File: src/cnn_data_pkg.sv
package cnn_data_pkg;

    // Pixel and weight width
    localparam int PIX_W = 16;

    // Pixels per 3x3 window
    localparam int WIN_PIX = 9;

    // FIFO words per window or weight set, two halves per word, low half first
    localparam int OPERAND_WORDS = 5;

    typedef logic signed [PIX_W-1:0] pix_t;

    // Element 0 is the low half of the first word
    typedef pix_t [WIN_PIX-1:0] window_t;

    // Nine weights then the bias, bias comes from the tenth half
    typedef struct packed {
        pix_t [WIN_PIX-1:0] w;
        pix_t               bias;
    } weight_set_t;

endpackage

File: src/pool3x3_max.sv
module pool3x3_max (
    input  logic                                  clk,
    input  logic                                  rst_n,
    input  logic                                  in_valid,
    input  cnn_data_pkg::window_t                 win,
    output logic                                  in_ready,
    output logic                                  out_valid,
    output logic signed [cnn_data_pkg::PIX_W-1:0] out_value,
    input  logic                                  out_ready
);
    import cnn_data_pkg::*;

    pix_t max_c;

    // Signed compare across the window
    always_comb begin
        max_c = win[0];
        for (int i = 1; i < WIN_PIX; i++) begin
            if (win[i] > max_c) max_c = win[i];
        end
    end

    assign in_ready = !out_valid || out_ready;

    always_ff @(posedge clk or negedge rst_n) begin
        if (!rst_n) begin
            out_valid <= 1'b0;
        end else if (in_ready) begin
            out_valid <= in_valid;
        end
    end

    always_ff @(posedge clk) begin
        if (in_valid && in_ready) out_value <= max_c;
    end

endmodule

File: config.mk
export PLATFORM = sky130hd
export DESIGN_NAME = pool3x3_max
export DESIGN_NICKNAME = d
export VERILOG_FILES = /design/src/cnn_data_pkg.sv /design/src/pool3x3_max.sv
export SDC_FILE = /design/constraint.sdc
export NUM_CORES = 1
export LEC_CHECK = 0
export BUFFER_PORTS_ARGS = -buffer_cell sky130_fd_sc_hd__buf_2
export CORE_MARGIN = 1.5
export CORE_UTILIZATION = 50
export DETAILED_ROUTE_END_ITERATION = 16
export HOLD_SLACK_MARGIN = 0.05
export MAX_ROUTING_LAYER = met4
export PLACE_DENSITY = 0.76
export SYNTH_ARGS = -nofsm -noshare
export SYNTH_HDL_FRONTEND = slang
export SYNTH_SLANG_ARGS = --single-unit
File: constraint.sdc
create_clock -name clk -period 1.51 [get_ports clk]
set_input_delay 0.0755 -clock clk [delete_from_list [all_inputs] [get_ports clk]]
set_output_delay 0.0755 -clock clk [all_outputs]
set_load 0.01 [all_outputs]
==> metrics.md, run 1 <==
| Metric | Value |
|---|---|
| Post-Syn Area per Cell | `7.61 sq um` |
| Post-Syn Area | `6240 sq um` |
| Syn. warnings | `0` |
| Port bufs | `approximately 170` |
| Hpwl dp | `19500 um` |
| DP Worst Slack | `-16.25 ns` |
| Synth Flop Type | `edfxtp_1` |
| Mapped Nets | `around 1100` |
| Sequential fraction of the synthesis area | `under 10%` |
| H-tree depth | `1` |
| Die Ht | `115 um` |
| CTS max path bufs | `2` |
| Total grt overflow | `10` |
| #FFs+latches synth | `17` |
| Stop stage | `global routing` |
| Die X | `115 um` |
| Outcome | `stopped before the end` |
| Num rows | `40` |
| First-pass GRT wire length | `70700 um` |
| Mapped Cells | `820` |
| Number of synthesized flops with an enable pin | `16` |
| Clock sink count | `17` |
| GRT Total Usage | `73.4%` |
| Ports | `roughly 170` |
| Number of global-route vias before repair | `12200` |
| Synth cell types | `88` |
| Initial core utilization | `51.5%` |
| Root Driver | `clkbuf_16` |
| Error | `[ERROR GRT-0116] Global routing finished with congestion. Check the congestion regions in the DRC Viewer.` |
| Global placement routability congestion | `between 0.9 and 1` |
| Largest net degree at the start of global routing | `17` |
| Ys async rst share | `5.88%` |
| CTS buffer count | `3` |
==> kinds of logic after synthesis <==
family / after synthesis / share of synthesized area (%)
AOI/OAI and AO/OA: 224 / 25.2
muxes: 62 / 10.8
xor gates and xnor gates: 12 / 1.80
DFF: 17 / 8.10
and+or+nand+nor: 256 / 22.0
buffers and inverters: 131 / 8.48
adders and majority gates: 118 / 23.6
==> cells in the mapped netlist, types with 19 or more instances <==
library cell | count | area share [%]
inv_1 | 108 | 6.5
a31oi_1 | 20 | 2.0
o21ai_0 | 43 | 3.4
ha_1 | 116 | 23
nand2b_1 | 19 | 1.9
nand3_1 | 31 | 2.5
and2_1 | 23 | 2.3
nand2_1 | 44 | 2.6
a21oi_1 | 52 | 4.2
nor2_1 | 55 | 3.3
mux2_2 | 44 | 7.9
a21o_1 | 23 | 2.8
==> stage by stage <==
step	cell area, sq um	hold WS [ns]	std cells	util [%]
after CTS	11200	0.105	1489	92.2
after detailed placement	9640	-0.148	1415	79.6
after global placement	9640	-0.148	1415	79.6
after floorplan	6670	-0.220	820	-
==> repair_timing <==
item	4_1_cts
resized for setup	172
setup buffers	61
pin swaps	78
hold endpoints to repair	2
endpoints found under the setup margin	16
cloned	7
hold buffers	2
==> metal layers <==
| metal | GRT usage (%) | GRT overflow |
|---|---|---|
| met2 | 92.3 | 4 |
| met3 | 53.3 | 0 |
| met1 | 69.4 | 1 |
| met5 | - | - |
| met4 | 75.7 | 5 |
==> run 2, diff against run 1 <==
--- a/config.mk
+++ b/config.mk
@@ -7,11 +7,9 @@
 export LEC_CHECK = 0
 export BUFFER_PORTS_ARGS = -buffer_cell sky130_fd_sc_hd__buf_2
 export CORE_MARGIN = 1.5
-export CORE_UTILIZATION = 50
+export CORE_UTILIZATION = 35
 export DETAILED_ROUTE_END_ITERATION = 16
-export HOLD_SLACK_MARGIN = 0.05
-export MAX_ROUTING_LAYER = met4
-export PLACE_DENSITY = 0.76
+export PLACE_DENSITY_LB_ADDON = 0.15
 export SYNTH_ARGS = -nofsm -noshare
 export SYNTH_HDL_FRONTEND = slang
 export SYNTH_SLANG_ARGS = --single-unit
==> metrics.md, run 2 <==
| Metric | Value |
|---|---|
| Initial core utilization | `around 36%` |
| Total power | `21.9 mW` |
| H-tree depth | `1` |
| Top reg by flops | `out_value` |
| Global placement routability congestion | `0.980` |
| Mapped Cells | `820` |
| Pins Over Slew Limit | `0` |
| Slowest cell on the critical path | `o32ai_4` |
| Worst path most repeated cell | `a21oi_2` |
| LEAKAGE | `around 5.7 nW` |
| Startpoint Class | `primary input` |
| Largest registers | `out_value x16, out_valid x1` |
| Worst Skew | `0.00290 ns` |
| Worst hold margin | `~0.014 ns` |
| Max FFs per register | `16` |
| Die ar. | `18600 sq um` |
| Number of synthesized flops with an enable pin | `16` |
| Max frequency | `about 0.06 GHz` |
| Yosys top cell by area | `ha_1` |
| DRC Markers | `0` |
| Area contributors post-synth | `ha_1 23%, mux2_2 7.9%, edfxtp_1 7.7%, inv_1 6.5%, a21oi_1 4.2%` |
| Total grt overflow | `0` |
| WL/cell | `16.3 um` |
| Root Driver | `clkbuf_16` |
| Clock sink count | `17` |
| Setup violators final | `16` |
| Max cap viols | `0` |
| Slew @ Worst Pin | `0.782 ns` |
| Core ar. | `17400 sq um` |
| Vias/cell | `5.16` |
| Placement Cell Area | `9860 sq um` |
| Final ANT Viol Nets | `0` |
| Post-Syn Area | `~6200 sq um` |
| Mapped Nets | `1084` |
| Most frequent cells in the layout | `354 x buf_4, 163 x buf_2, 84 x ha_1, 83 x inv_1, 40 x nand2_1` |
| Fin crit period | `16.98 ns` |
| Die Ht | `137 um` |
| Top-count cell post-synth | `ha_1` |
| Period utilisation layout | `1120%` |
| DR iter-0 viols | `328` |
| CP required | `between 1.5 and 2 ns` |
| Ports | `166` |
| Hold Violations, Final | `0` |
| Peak ir drop on the vdd network | `2.81 mV` |
| First-pass GRT wire length | `38800 um` |
| Layout area overhead | `83.9%` |
| Final nets | `1610` |
| Crit path DAT | `16.97 ns` |
| Setup ws final | `-15.47 ns` |
| Post-synth top cells | `116 x ha_1, 108 x inv_1, 55 x nor2_1, 52 x a21oi_1` |
| CTS max path bufs | `2` |
| Crit-path max FO | `10` |
| Cells after DPL | `around 1500` |
| Yosys top cell area share | `23.2%` |
| Largest net degree at the start of global routing | `17` |
| HP Class | `in -> reg` |
| CTS buffer count | `3` |
| Clock slew at reported path FFs | `roughly 0.060 ns` |
| Crit path capture type | `flip-flop` |
| Commonest non-fill, non-tap cell in the layout | `buf_4` |
| CP peak stage delay | `around 0.43 ns` |
| Critical path class | `in -> reg` |
| Clock latency on the worst-skew pair | `0.25 ns` |
| Post-route cell area | `11500 sq um` |
| #FFs+latches synth | `17` |
| GRT Total Usage | `26.0%` |
| Synth Flop Type | `edfxtp_1` |
| Slew headroom | `47.0%` |
| Initial antenna violation count | `7` |
| Number of global-route vias before repair | `8048` |
| CTS tree | `done` |
| Outcome | `finished, violations left` |
| Hpwl dp | `19500 um` |
| Num rows | `48` |
| Post-Syn Area per Cell | `~7.6 sq um` |
| Unrepaired setup endpoints after global routing | `yes` |
| Violated checks | `setup timing` |
| Final wirelength | `25700 um` |
| Port bufs | `165` |
| Final core utilization | `66.1%` |
| Share of post-route cells with drive strength above 1 | `58.7%` |
| Pre-antenna DRT Iters | `5` |
| Ys async rst share | `5.88%` |
| Die X | `137 um` |
| Vias | `8139` |
| Synth cell types | `88` |
| Syn. warnings | `0` |
| Filler Cell Count | `around 1400` |
| Pwr per Cell Area | `1910 nW/um^2` |
| Fin cells | `1576` |
| Sequential fraction of the synthesis area | `under 10%` |
run 2: final timing paths:
path                       slack, ns  cells past startpoint            to      start
min reg2reg                     0.53                      2     out_valid  out_valid
min in group asynchronous       0.12                      2     out_valid      rst_n
max                           -15.47                    100  out_value[3]    win[13]
min                             0.01                      2     out_valid   in_valid
max in group asynchronous       1.31                      2     out_valid      rst_n
max reg2reg                     0.34                      3  out_value[9]  out_valid
run 2: logic make-up (layout without fill, tap and decap cells):
kind of cell	Yosys count	in the layout	synth area share, %
AND/OR/NAND/NOR	256	256	22.0
AO/OA/AOI/OAI	224	225	25.2
buffers and inverters	131	655	8.48
adder cells (fa/ha/maj)	118	118	23.6
multiplexers	62	62	10.8
flip-flops	17	17	8.10
XOR/XNOR	12	12	1.80
other	0	6	0
run 2: critical path: cells and delay by family:
| kind | cells | cell delay (ns) |
|---|---|---|
| xor gates and xnor gates | 1 | 0.17 |
| AOI/OAI and AO/OA | 38 | 7.08 |
| buffers and inverters | 16 | 1.82 |
| muxes | 5 | 1.41 |
| and+or+nand+nor | 32 | 4.39 |
| adders and majority gates | 8 | 1.99 |
run 2: where the power goes:
part | switching [mW] | internal, mW
clock network | 0.203 | 0.356
registers | 0.0694 | 1.07
logic | 9.59 | 10.7
run 2: area by class of cell:
cell class	count	area, sq um	area share (%)
well taps	225	282	2.45
clock inverters	1	5.00	0.0436
multi-input cells	673	6320	55.1
diodes	6	15.0	0.131
repair buffers	543	3860	33.7
flip-flops and latches	17	505	4.40
clock buffers	3	75.1	0.654
inverters	108	408	3.55
run 2: per-stage QoR:
step	setup slack, ns	TNS, ns
2_1_floorplan	-14.76	-235.81
4_1_cts	-14.87	-237.82
5_1_grt	-16.44	-262.83
6_report	-15.47	-247.20
3_3_place_gp	-15.71	-251.09
3_5_place_dp	-16.02	-255.87
run 2: timing repair:
item                       4_1_cts  5_1_grt
setup buffers                   46       15
hold buffers                     1        0
gates resized for setup        129       82
pin swaps                       69       54
gates cloned                     7        0
setup endpoints to repair       16       16
hold endpoints to repair         1        0
run 2: metal layers:
layer / share of wire [%] / global-route usage, %
met1: 44 / 33.9
met2: 49 / 46.3
met3: 4.7 / 2.70
met4: 2.4 / 5.08
met5: 0.089 / 0
Power figures use the tool's default switching activity.
