<file path="src/cnn_data_pkg.sv">
package cnn_data_pkg;

    // Pixel and weight width
    localparam int PIX_W = 16;

    // Pixels per 3x3 window
    localparam int WIN_PIX = 9;

    // FIFO words per window or weight set, two halves per word, low half first
    localparam int OPERAND_WORDS = 5;

    typedef logic signed [PIX_W-1:0] pix_t;

    // Element 0 is the low half of the first word
    typedef pix_t [WIN_PIX-1:0] window_t;

    // Nine weights then the bias, bias comes from the tenth half
    typedef struct packed {
        pix_t [WIN_PIX-1:0] w;
        pix_t               bias;
    } weight_set_t;

endpackage

</file>
<file path="src/cnn_cmd_pkg.sv">
package cnn_cmd_pkg;

    // Words per command as they come out of the command FIFO
    //   word 0: op code in bits 2:0
    //   word 1: window count in bits 15:0
    //   word 2: read start address, not used by the sequencer
    //   word 3: write base address for the first result
    localparam int CMD_WORDS = 4;

    // Field positions inside the command words
    localparam int OP_MSB  = 2;
    localparam int CNT_MSB = 15;

    // Supported op codes, anything else is skipped
    typedef enum logic [2:0] {
        OP_IDLE    = 3'd0,
        OP_CONV3X3 = 3'd1,
        OP_POOL3X3 = 3'd3
    } op_e;

    // Sequencer FSM
    typedef enum logic [2:0] {
        IDLE,
        CMD_COLLECT,
        LOAD_WEIGHTS,
        ISSUE,
        DRAIN,
        FINISH
    } csb_state_e;

    // One tagged result on its way out
    typedef struct packed {
        logic [31:0]        w_addr;
        logic signed [15:0] value;
    } result_t;

endpackage
</file>
<file path="src/csb.sv">
module csb (
    input  logic                                clk,
    input  logic                                rst_n,
    input  logic                                op_en,
    output logic                                cmd_fifo_rd_en,
    input  logic [31:0]                         cmd,
    input  logic                                cmd_fifo_empty,
    output logic                                im_fifo_rd_en,
    input  logic [31:0]                         data,
    input  logic                                im_fifo_empty,
    output logic                                iwb_fifo_rd_en,
    input  logic [31:0]                         weightbias,
    input  logic                                iwb_fifo_empty,
    output cnn_data_pkg::window_t               win,
    output cnn_data_pkg::weight_set_t           wb,
    output logic                                conv_valid,
    input  logic                                conv_ready,
    output logic                                pool_valid,
    input  logic                                pool_ready,
    input  logic                                conv_res_valid,
    input  logic signed [cnn_data_pkg::PIX_W-1:0] conv_res,
    output logic                                conv_res_ready,
    input  logic                                pool_res_valid,
    input  logic signed [cnn_data_pkg::PIX_W-1:0] pool_res,
    output logic                                pool_res_ready,
    output logic                                result_valid,
    output cnn_cmd_pkg::result_t                result,
    input  logic                                result_ready,
    output logic                                irq
);
    import cnn_cmd_pkg::*;
    import cnn_data_pkg::*;

    localparam int CMD_CNT_W = $clog2(CMD_WORDS);
    localparam int OPW_CNT_W = $clog2(OPERAND_WORDS);
    localparam logic [CMD_CNT_W-1:0] CMD_LAST = CMD_CNT_W'(CMD_WORDS - 1);
    localparam logic [OPW_CNT_W-1:0] OPW_LAST = OPW_CNT_W'(OPERAND_WORDS - 1);

    csb_state_e state;
    csb_state_e next_state;
    op_e op_q;

    logic [CMD_CNT_W-1:0] cmd_cnt;
    logic [OPW_CNT_W-1:0] opw_cnt;
    logic [15:0] win_total;
    logic [15:0] issued_cnt;
    logic [15:0] res_cnt;
    logic [31:0] w_addr_q;
    logic win_full;

    logic cmd_fire;
    logic cmd_last;
    logic wb_fire;
    logic im_fire;
    logic opw_last;
    logic disp_fire;
    logic res_fire;
    logic op_supported;
    logic all_issued;
    logic cmd_done;

    assign cmd_last = (cmd_cnt == CMD_LAST);
    assign opw_last = (opw_cnt == OPW_LAST);
    assign op_supported = (op_q == OP_CONV3X3) || (op_q == OP_POOL3X3);
    assign all_issued = (issued_cnt == win_total) && !win_full;
    // Unsupported op codes finish right after their command words
    assign cmd_done = (res_cnt == win_total) || !op_supported;

    // FIFO reads, first-word-fall-through so data is valid with !empty
    assign cmd_fifo_rd_en = (state == CMD_COLLECT) && !cmd_fifo_empty;
    assign iwb_fifo_rd_en = (state == LOAD_WEIGHTS) && !iwb_fifo_empty;
    // Stop filling once the window is complete and waiting for dispatch
    assign im_fifo_rd_en = (state == ISSUE) && !win_full && (issued_cnt != win_total)
                           && !im_fifo_empty;

    assign cmd_fire = cmd_fifo_rd_en;
    assign wb_fire  = iwb_fifo_rd_en;
    assign im_fire  = im_fifo_rd_en;

    assign conv_valid = win_full && (op_q == OP_CONV3X3);
    assign pool_valid = win_full && (op_q == OP_POOL3X3);
    assign disp_fire  = (conv_valid && conv_ready) || (pool_valid && pool_ready);

    assign irq = (state == FINISH);

    // Result path follows the engine of the current command
    always_comb begin
        result_valid   = 1'b0;
        result.value   = '0;
        result.w_addr  = w_addr_q;
        conv_res_ready = 1'b0;
        pool_res_ready = 1'b0;
        case (op_q)
            OP_CONV3X3: begin
                result_valid   = conv_res_valid;
                result.value   = conv_res;
                conv_res_ready = result_ready;
            end
            OP_POOL3X3: begin
                result_valid   = pool_res_valid;
                result.value   = pool_res;
                pool_res_ready = result_ready;
            end
            default: ;
        endcase
    end

    assign res_fire = result_valid && result_ready;

    always_comb begin
        next_state = state;
        case (state)
            IDLE: begin
                if (op_en) next_state = CMD_COLLECT;
            end
            CMD_COLLECT: begin
                if (cmd_fire && cmd_last) begin
                    case (op_q)
                        OP_CONV3X3: next_state = LOAD_WEIGHTS;
                        OP_POOL3X3: next_state = ISSUE;
                        default:    next_state = DRAIN;
                    endcase
                end
            end
            LOAD_WEIGHTS: begin
                if (wb_fire && opw_last) next_state = ISSUE;
            end
            ISSUE: begin
                if (all_issued) next_state = DRAIN;
            end
            DRAIN: begin
                if (cmd_done) next_state = cmd_fifo_empty ? FINISH : CMD_COLLECT;
            end
            FINISH: begin
                if (!op_en) next_state = IDLE;
            end
            default: next_state = IDLE;
        endcase
    end

    always_ff @(posedge clk or negedge rst_n) begin
        if (!rst_n) begin
            state      <= IDLE;
            op_q       <= OP_IDLE;
            cmd_cnt    <= '0;
            opw_cnt    <= '0;
            win_total  <= '0;
            issued_cnt <= '0;
            res_cnt    <= '0;
            win_full   <= 1'b0;
        end else begin
            state <= next_state;
            if (cmd_fire) begin
                cmd_cnt <= cmd_last ? '0 : cmd_cnt + 1'b1;
                case (cmd_cnt)
                    CMD_CNT_W'(0): op_q <= op_e'(cmd[OP_MSB:0]);
                    CMD_CNT_W'(1): win_total <= cmd[CNT_MSB:0];
                    default: ;
                endcase
            end
            // Fresh counts for each new command
            if (cmd_fire && cmd_last) begin
                opw_cnt    <= '0;
                issued_cnt <= '0;
                res_cnt    <= '0;
            end else begin
                if (wb_fire || im_fire) opw_cnt <= opw_last ? '0 : opw_cnt + 1'b1;
                if (disp_fire) issued_cnt <= issued_cnt + 1'b1;
                if (res_fire) res_cnt <= res_cnt + 1'b1;
            end
            if (im_fire && opw_last) begin
                win_full <= 1'b1;
            end else if (disp_fire) begin
                win_full <= 1'b0;
            end
        end
    end

    // Operand unpacking and write address, two bytes per result
    always_ff @(posedge clk) begin
        if (cmd_fire && cmd_last) begin
            w_addr_q <= cmd;
        end else if (res_fire) begin
            w_addr_q <= w_addr_q + 32'd2;
        end
        if (wb_fire) begin
            wb.w[2*opw_cnt] <= weightbias[15:0];
            if (opw_last) begin
                wb.bias <= weightbias[31:16];
            end else begin
                wb.w[2*opw_cnt+1] <= weightbias[31:16];
            end
        end
        if (im_fire) begin
            win[2*opw_cnt] <= data[15:0];
            // High half of the last word is padding
            if (!opw_last) win[2*opw_cnt+1] <= data[31:16];
        end
    end

endmodule

</file>
<file path="config.mk">
export PLATFORM = sky130hd
export DESIGN_NAME = csb
export DESIGN_NICKNAME = d
export VERILOG_FILES = /design/src/cnn_data_pkg.sv /design/src/cnn_cmd_pkg.sv /design/src/csb.sv
export SDC_FILE = /design/constraint.sdc
export NUM_CORES = 1
export LEC_CHECK = 0
export BUFFER_PORTS_ARGS = -buffer_cell sky130_fd_sc_hd__buf_2
export CAP_MARGIN = 40
export CORE_MARGIN = 1.5
export CORE_UTILIZATION = 40
export DETAILED_ROUTE_END_ITERATION = 6
export GPL_ROUTABILITY_DRIVEN = 0
export GPL_TIMING_DRIVEN = 0
export PLACE_DENSITY = 0.71
export SLEW_MARGIN = 20
export SYNTH_ARGS = -nofsm -noshare
export SYNTH_HDL_FRONTEND = slang
export SYNTH_SLANG_ARGS = --single-unit
export TNS_END_PERCENT = 20
</file>
<file path="constraint.sdc">
create_clock -name clk -period 2.3 [get_ports clk]
set_input_delay 0.46 -clock clk [delete_from_list [all_inputs] [get_ports clk]]
set_output_delay 0.46 -clock clk [all_outputs]
set_load 0.02 [all_outputs]
</file>
# Word-level counts from Yosys, hierarchy flattened
# Cells that the tools add are included.
# W data, S select, Z words.
dict set report classes {
  n_reduce_logical 35
  n_eq_ne 19
  muxes 35
  add_sub_neg 6
  order_cmp 4
}
# op count
set ops {}
lappend ops {{$bwmux W144} 4}
lappend ops {{$mux W144} 2}
lappend ops {{$mux W16} 6}
lappend ops {{$demux W16 S4} 1}
lappend ops {{$mux W32} 2}
lappend ops {{$demux W16 S3} 1}
lappend ops {{$add A16 B1 Y16 const B} 2}
lappend ops {{$add A32 B2 Y32 const B} 1}
lappend ops {{$eq A16 B16 Y1} 2}
lappend ops {{$pmux W16 S2} 1}
lappend ops {{$mux W3} 10}
lappend ops {{$pmux W3 S6} 1}
lappend ops {{$logic_and A1 B1 Y1} 16}
lappend ops {{$ne A16 B16 Y1} 1}
lappend ops {{$eq A3 B2 Y1 const B} 3}
lappend ops {{$eq A3 B3 Y1 const B} 3}
lappend ops {{$ne A2 B2 Y1 const B} 4}
lappend ops {{$reduce_bool A2 Y1} 4}
lappend ops {{$eq A3 B1 Y1 const B} 2}
lappend ops {{$pmux W3 S2} 1}
lappend ops {{$reduce_and A2 Y1} 3}
lappend ops {{$reduce_and A6 Y1} 1}
lappend ops {{$add A4 B1 Y5 const B} 1}
lappend ops {{$ge A5 B1 Y1 const B} 1}
lappend ops {{other kinds (15)} 26}
dict set report word_totals {
  regBits 396
  input_bits 139
  output_inout_bits 361
}

# Depth between registers and ports, before layout
dict set report logic_depth {
  word_depth 7
  depth_mapped 8
  mapped_depth_nobuf 7
}

# Least setup slack after synthesis
# OpenSTA, ideal clock, no wires.
dict set report synth_path {
  path_type {reg2reg}
  startpoint {reg state[2]}
  endpoint {reg w_addr_q[10] (enable)}
  stages_incl_launch_ff 6
  path_slack_ps -251
  setup_time_ps 388
  arrival_time_ps 2162
  synth_period_minus_slack_ps 2551
  path_cell_list {dfrtp_1 > buf_2 > nor4b_4 > nand2_1 > clkbuf_1 > nand2_1}
}
dict set report synth_via {
  elab_chain_len 4
}
# item line_no
set synth_rtl {}
lappend synth_rtl {{start: declaration} csb.sv:39} ;# csb_state_e state;
lappend synth_rtl {{start signal: assignment} csb.sv:152} ;# state <= next_state;
lappend synth_rtl {{$eq A3 B1 Y1} csb.sv:70} ;# assign cmd_fifo_rd_en = (state == CMD_COLLECT) && !cmd_fifo_empty;
lappend synth_rtl {{$logic_and A1 B1 Y1} csb.sv:70}
lappend synth_rtl {{via cmd_fifo_rd_en} csb.sv:5} ;# output logic cmd_fifo_rd_en,
lappend synth_rtl {{$logic_and A1 B1 Y1} csb.sv:181} ;# if (cmd_fire && cmd_last) begin
lappend synth_rtl {{$reduce_bool A2 Y1 (no source line)} n/a}
lappend synth_rtl {{end signal: assignment} csb.sv:182} ;# w_addr_q <= cmd;
lappend synth_rtl {{end signal: assignment} csb.sv:184} ;# w_addr_q <= w_addr_q + 32'd2;
lappend synth_rtl {{end: declaration} csb.sv:48} ;# logic [31:0] w_addr_q;
# The timed path passes the listed nets, and every way through them passes these cells.
# A chain may end at the register's enable or synchronous reset.

# Worst setup path in the final report
dict set report layout_path {
  startpoint {reg win_total[4]}
  endpoint {out im_fifo_rd_en}
}
dict set report layout_via {
  elab_chain_len 3
}
# item line_no
set layout_rtl {}
lappend layout_rtl {{start: declaration} csb.sv:45} ;# logic [15:0] win_total;
lappend layout_rtl {{start signal: assignment} csb.sv:157} ;# CMD_CNT_W'(1): win_total <= cmd[CNT_MSB:0];
lappend layout_rtl {{$ne A16 B16 Y1} csb.sv:73} ;# assign im_fifo_rd_en = (state == ISSUE) && !win_full && (issued_cnt != win_total)
lappend layout_rtl {{$logic_and A1 B1 Y1} csb.sv:73}
lappend layout_rtl {{$logic_and A1 B1 Y1} csb.sv:74} ;# && !im_fifo_empty;
lappend layout_rtl {{end: declaration} csb.sv:8} ;# output logic im_fifo_rd_en,
# Every way passes these cells.

==> summary.md <==
| Metric | Value |
|---|---|
| Failing checks | `setup timing` |
| CTS Buf Count | `41` |
| Synth Instances | `1071` |
| Htree depth | `2` |
| Die W | `200 µm` |
| Seq pwr share | `46.9%` |
| Logic pwr share | `20.5%` |
| Initial Util | `40.8%` |
| Unrepaired setup endpoints after global routing | `true` |
| Cell Pwr Density | `903 nW/µm²` |
| Mapped Area | `15500 µm²` |
| Met1 Track Usage GR | `26.1%` |
| Synth-to-layout area growth | `33.1%` |
| First-pass GRT wire length | `64.3 mm` |
| Clock skew | `24.1 ps` |
| Vias | `10900` |
| Final #Nets | `1799` |
| Fmax | `402 MHz` |
| Worst hold path class | `input port to register` |
| Least-Margin Pin Slew | `983 ps` |
| Clk pwr share | `32.6%` |
| Avg Vias per Cell | `4.98` |
| Setup violators final | `1` |
| Final non-filler cell total | `2187` |
| Filler instances | `3182` |
| CTS max path bufs | `3` |
| Post-Route Setup TNS | `-188 ps` |
| Synth top area share | `65.3%` |
| I/O Pins | `500` |
| Pre-CTS WS | `-846 ps` |
| Worst EP arrival | `2030 ps` |
| Post-layout util | `54.4%` |
| Commonest non-fill, non-tap cell in the layout | `buf_2` |
| Max Transition Viols Final | `0` |
| TritonCTS clock tree | `done` |
| First drt pass iteration count | `7` |
| GRT Overall Usage | `21.9%` |
| Final Critical Period | `2490 ps` |
| Largest stage delay, worst path | `420 ps` |
| EDFF count, synth | `336` |
| Yosys reg bits | `396` |
| DRC | `0` |
| Total core area | `37800 µm²` |
| Worst-path fanout max | `3` |
| Final wirelength | `44.7 mm` |
| # Max-Cap Violations | `0` |
| Setup ws final | `-188 ps` |
| Vias in the first global route | `10500` |
| Total placed cells including tap cells | `2095` |
| Hold Slack | `106 ps` |
| Clk_lat worst skew | `550 ps` |
| Required time of the worst setup path | `1840 ps` |
| # diodes | `0` |
| Commonest non-fill, non-tap cells in the layout | `497 x buf_2, 336 x edfxtp_1, 186 x nor2_1` |
| Ys Warns | `0` |
| Iter 0 DRT Violations | `620` |
| DP HPWL | `33.5 mm` |
| Total grt overflow | `0` |
| Syn Area/Cell | `14.4 µm²` |
| Largest net degree at the start of global routing | `61` |
| Clock transition at path regs | `60 ps` |
| Fin crit share | `108%` |
| Crit. End Element | `output port` |
| Row count | `71` |
| Die area | `39800 µm²` |
| Internal power | `13100 µW` |
| PortBufs | `499` |
| Net Sw Power | `5530 µW` |
| Worst vdd ir | `0.570 mV` |
| Main synth FF type | `edfxtp_1` |
| Initial antenna violation count | `0` |
| Hold Fails Final Rpt | `0` |
| Area occupied by multi-input gates | `3820 µm²` |
| Grt met3 use | `4.66%` |
| Gr busiest metal | `met2` |
| Sw Share | `29.7%` |
| Leak | `0.00822 µW` |
| Die height | `200 µm` |
| Area contributors post-synth | `edfxtp_1 65%, dfrtp_1 9.7%, nor2_1 5.1%` |
| ANT nets after route | `0` |
| Crit Path Class | `register to output port` |
| Register area | `11600 µm²` |
| Share of layout cells above drive strength 1 | `41.3%` |
| Syn Nets | `1218` |
| Clock sink total | `396` |
| Outcome | `finished, violations left` |
| Root buffer cell | `clkbuf_16` |
| Worst slew margin | `34.5%` |
| Synth area leader | `edfxtp_1` |
| Worst Setup Start Kind | `register` |
| Met2 usage | `39.3%` |
| Post-synth ARST share | `15.2%` |
| Post-DR wirelength/cell | `20.4 µm` |
| Crit path cell chain | `xor2_1, nor4_1, nand4_1, nand2_2, inv_2, buf_6` |
| Netlist cell types | `54` |
| Critical Path Slowest Stage Cell | `dfrtp_1` |
| Seq/Total Area, Yosys | `75.0%` |
[kinds of logic after synthesis]
family / synth area share [%]
buffers and inverters: 1.78
adders and majority gates: 0.648
and+or+nand+nor: 12.7
xor gates and xnor gates: 4.99
muxes: 2.69
DFF: 75.0
AOI/OAI and AO/OA: 2.16
[synthesized netlist by cell type, types with 9 or more instances]
cell / instances
mux2_1: 10
nor4_1: 16
buf_2: 13
a21oi_1: 11
nand2_1: 95
o21ai_0: 9
nand3_1: 19
inv_1: 20
mux2_2: 10
nor2_1: 208
xnor2_1: 63
clkbuf_1: 24
mux2i_1: 19
edfxtp_1: 336
xor2_1: 25
o21ai_1: 27
dfrtp_1: 60
nor3_1: 13
nand4_1: 15
[routing by layer]
layer	up-vias	wire length, µm	share of wire [%]
met4	0	1110	2.5
met2	463	23800	53
met5	-	0	0
li1	4990	-	-
met1	5360	16800	38
met3	70	3000	6.7
[critical path: cells and delay by family, from the launching register on]
| kind | cells | cell delay, ps |
|---|---|---|
| xor+xnor | 1 | 160 |
| buf+inv | 2 | 180 |
| flops | 1 | 420 |
| simple gates | 3 | 730 |
[cell type report]
type                       count  area share [%]
clock buffer                  50            5.25
clock inverter                17           0.572
multi-input combinational    610            18.6
tap                          511            3.11
buffer                        41            1.16
inverter                      22           0.401
sequential                   396            56.4
timing repair buffer         540            14.6
[timing repair]
action,CTS,global route
resized for setup,46,45
pin swaps,14,6
endpoints found under the hold margin,36,0
hold buffers,1,0
buffers inserted,21,4
endpoints found under the setup margin,360,263
[state kept, by name, summed over array words and instances, names as in the netlist]
register    flops
win_full        1
win           144
op_q            3
wb            160
res_cnt        16
win_total      16
w_addr_q       32
issued_cnt     16
state           3
opw_cnt         3
cmd_cnt         2
[through the flow]
stage	total power [µW]	area, µm²
final	18600	20600
after global routing	19400	20600
after CTS	18600	20400
after detailed placement	12300	18800
after global placement	12200	18600
after floorplan	10900	15500
[power groups by stage]
| stage | clock, µW | combinational [µW] | sequential (µW) |
|---|---|---|---|
| 6_report | 6060 | 3810 | 8720 |
| 5_1_grt | 6480 | 4160 | 8760 |
| 4_1_cts | 6200 | 3680 | 8700 |
| 3_5_place_dp | 0 | 3420 | 8850 |
| 3_3_place_gp | 0 | 3330 | 8840 |
| 2_1_floorplan | 0 | 2140 | 8790 |
[path summary, 6_finish.rpt]
check,start,to,slack (ps),cells past startpoint
max,win_total[4],im_fifo_rd_en,-190,6
min,weightbias[30],wb[14],110,1
max reg2reg,state[0],wb[21],10,6
min reg2reg,op_q[2],op_q[2],550,1
max in group asynchronous,rst_n,issued_cnt[3],1540,3
min in group asynchronous,rst_n,win_total[14],240,2
Power figures use the tool's default switching activity.
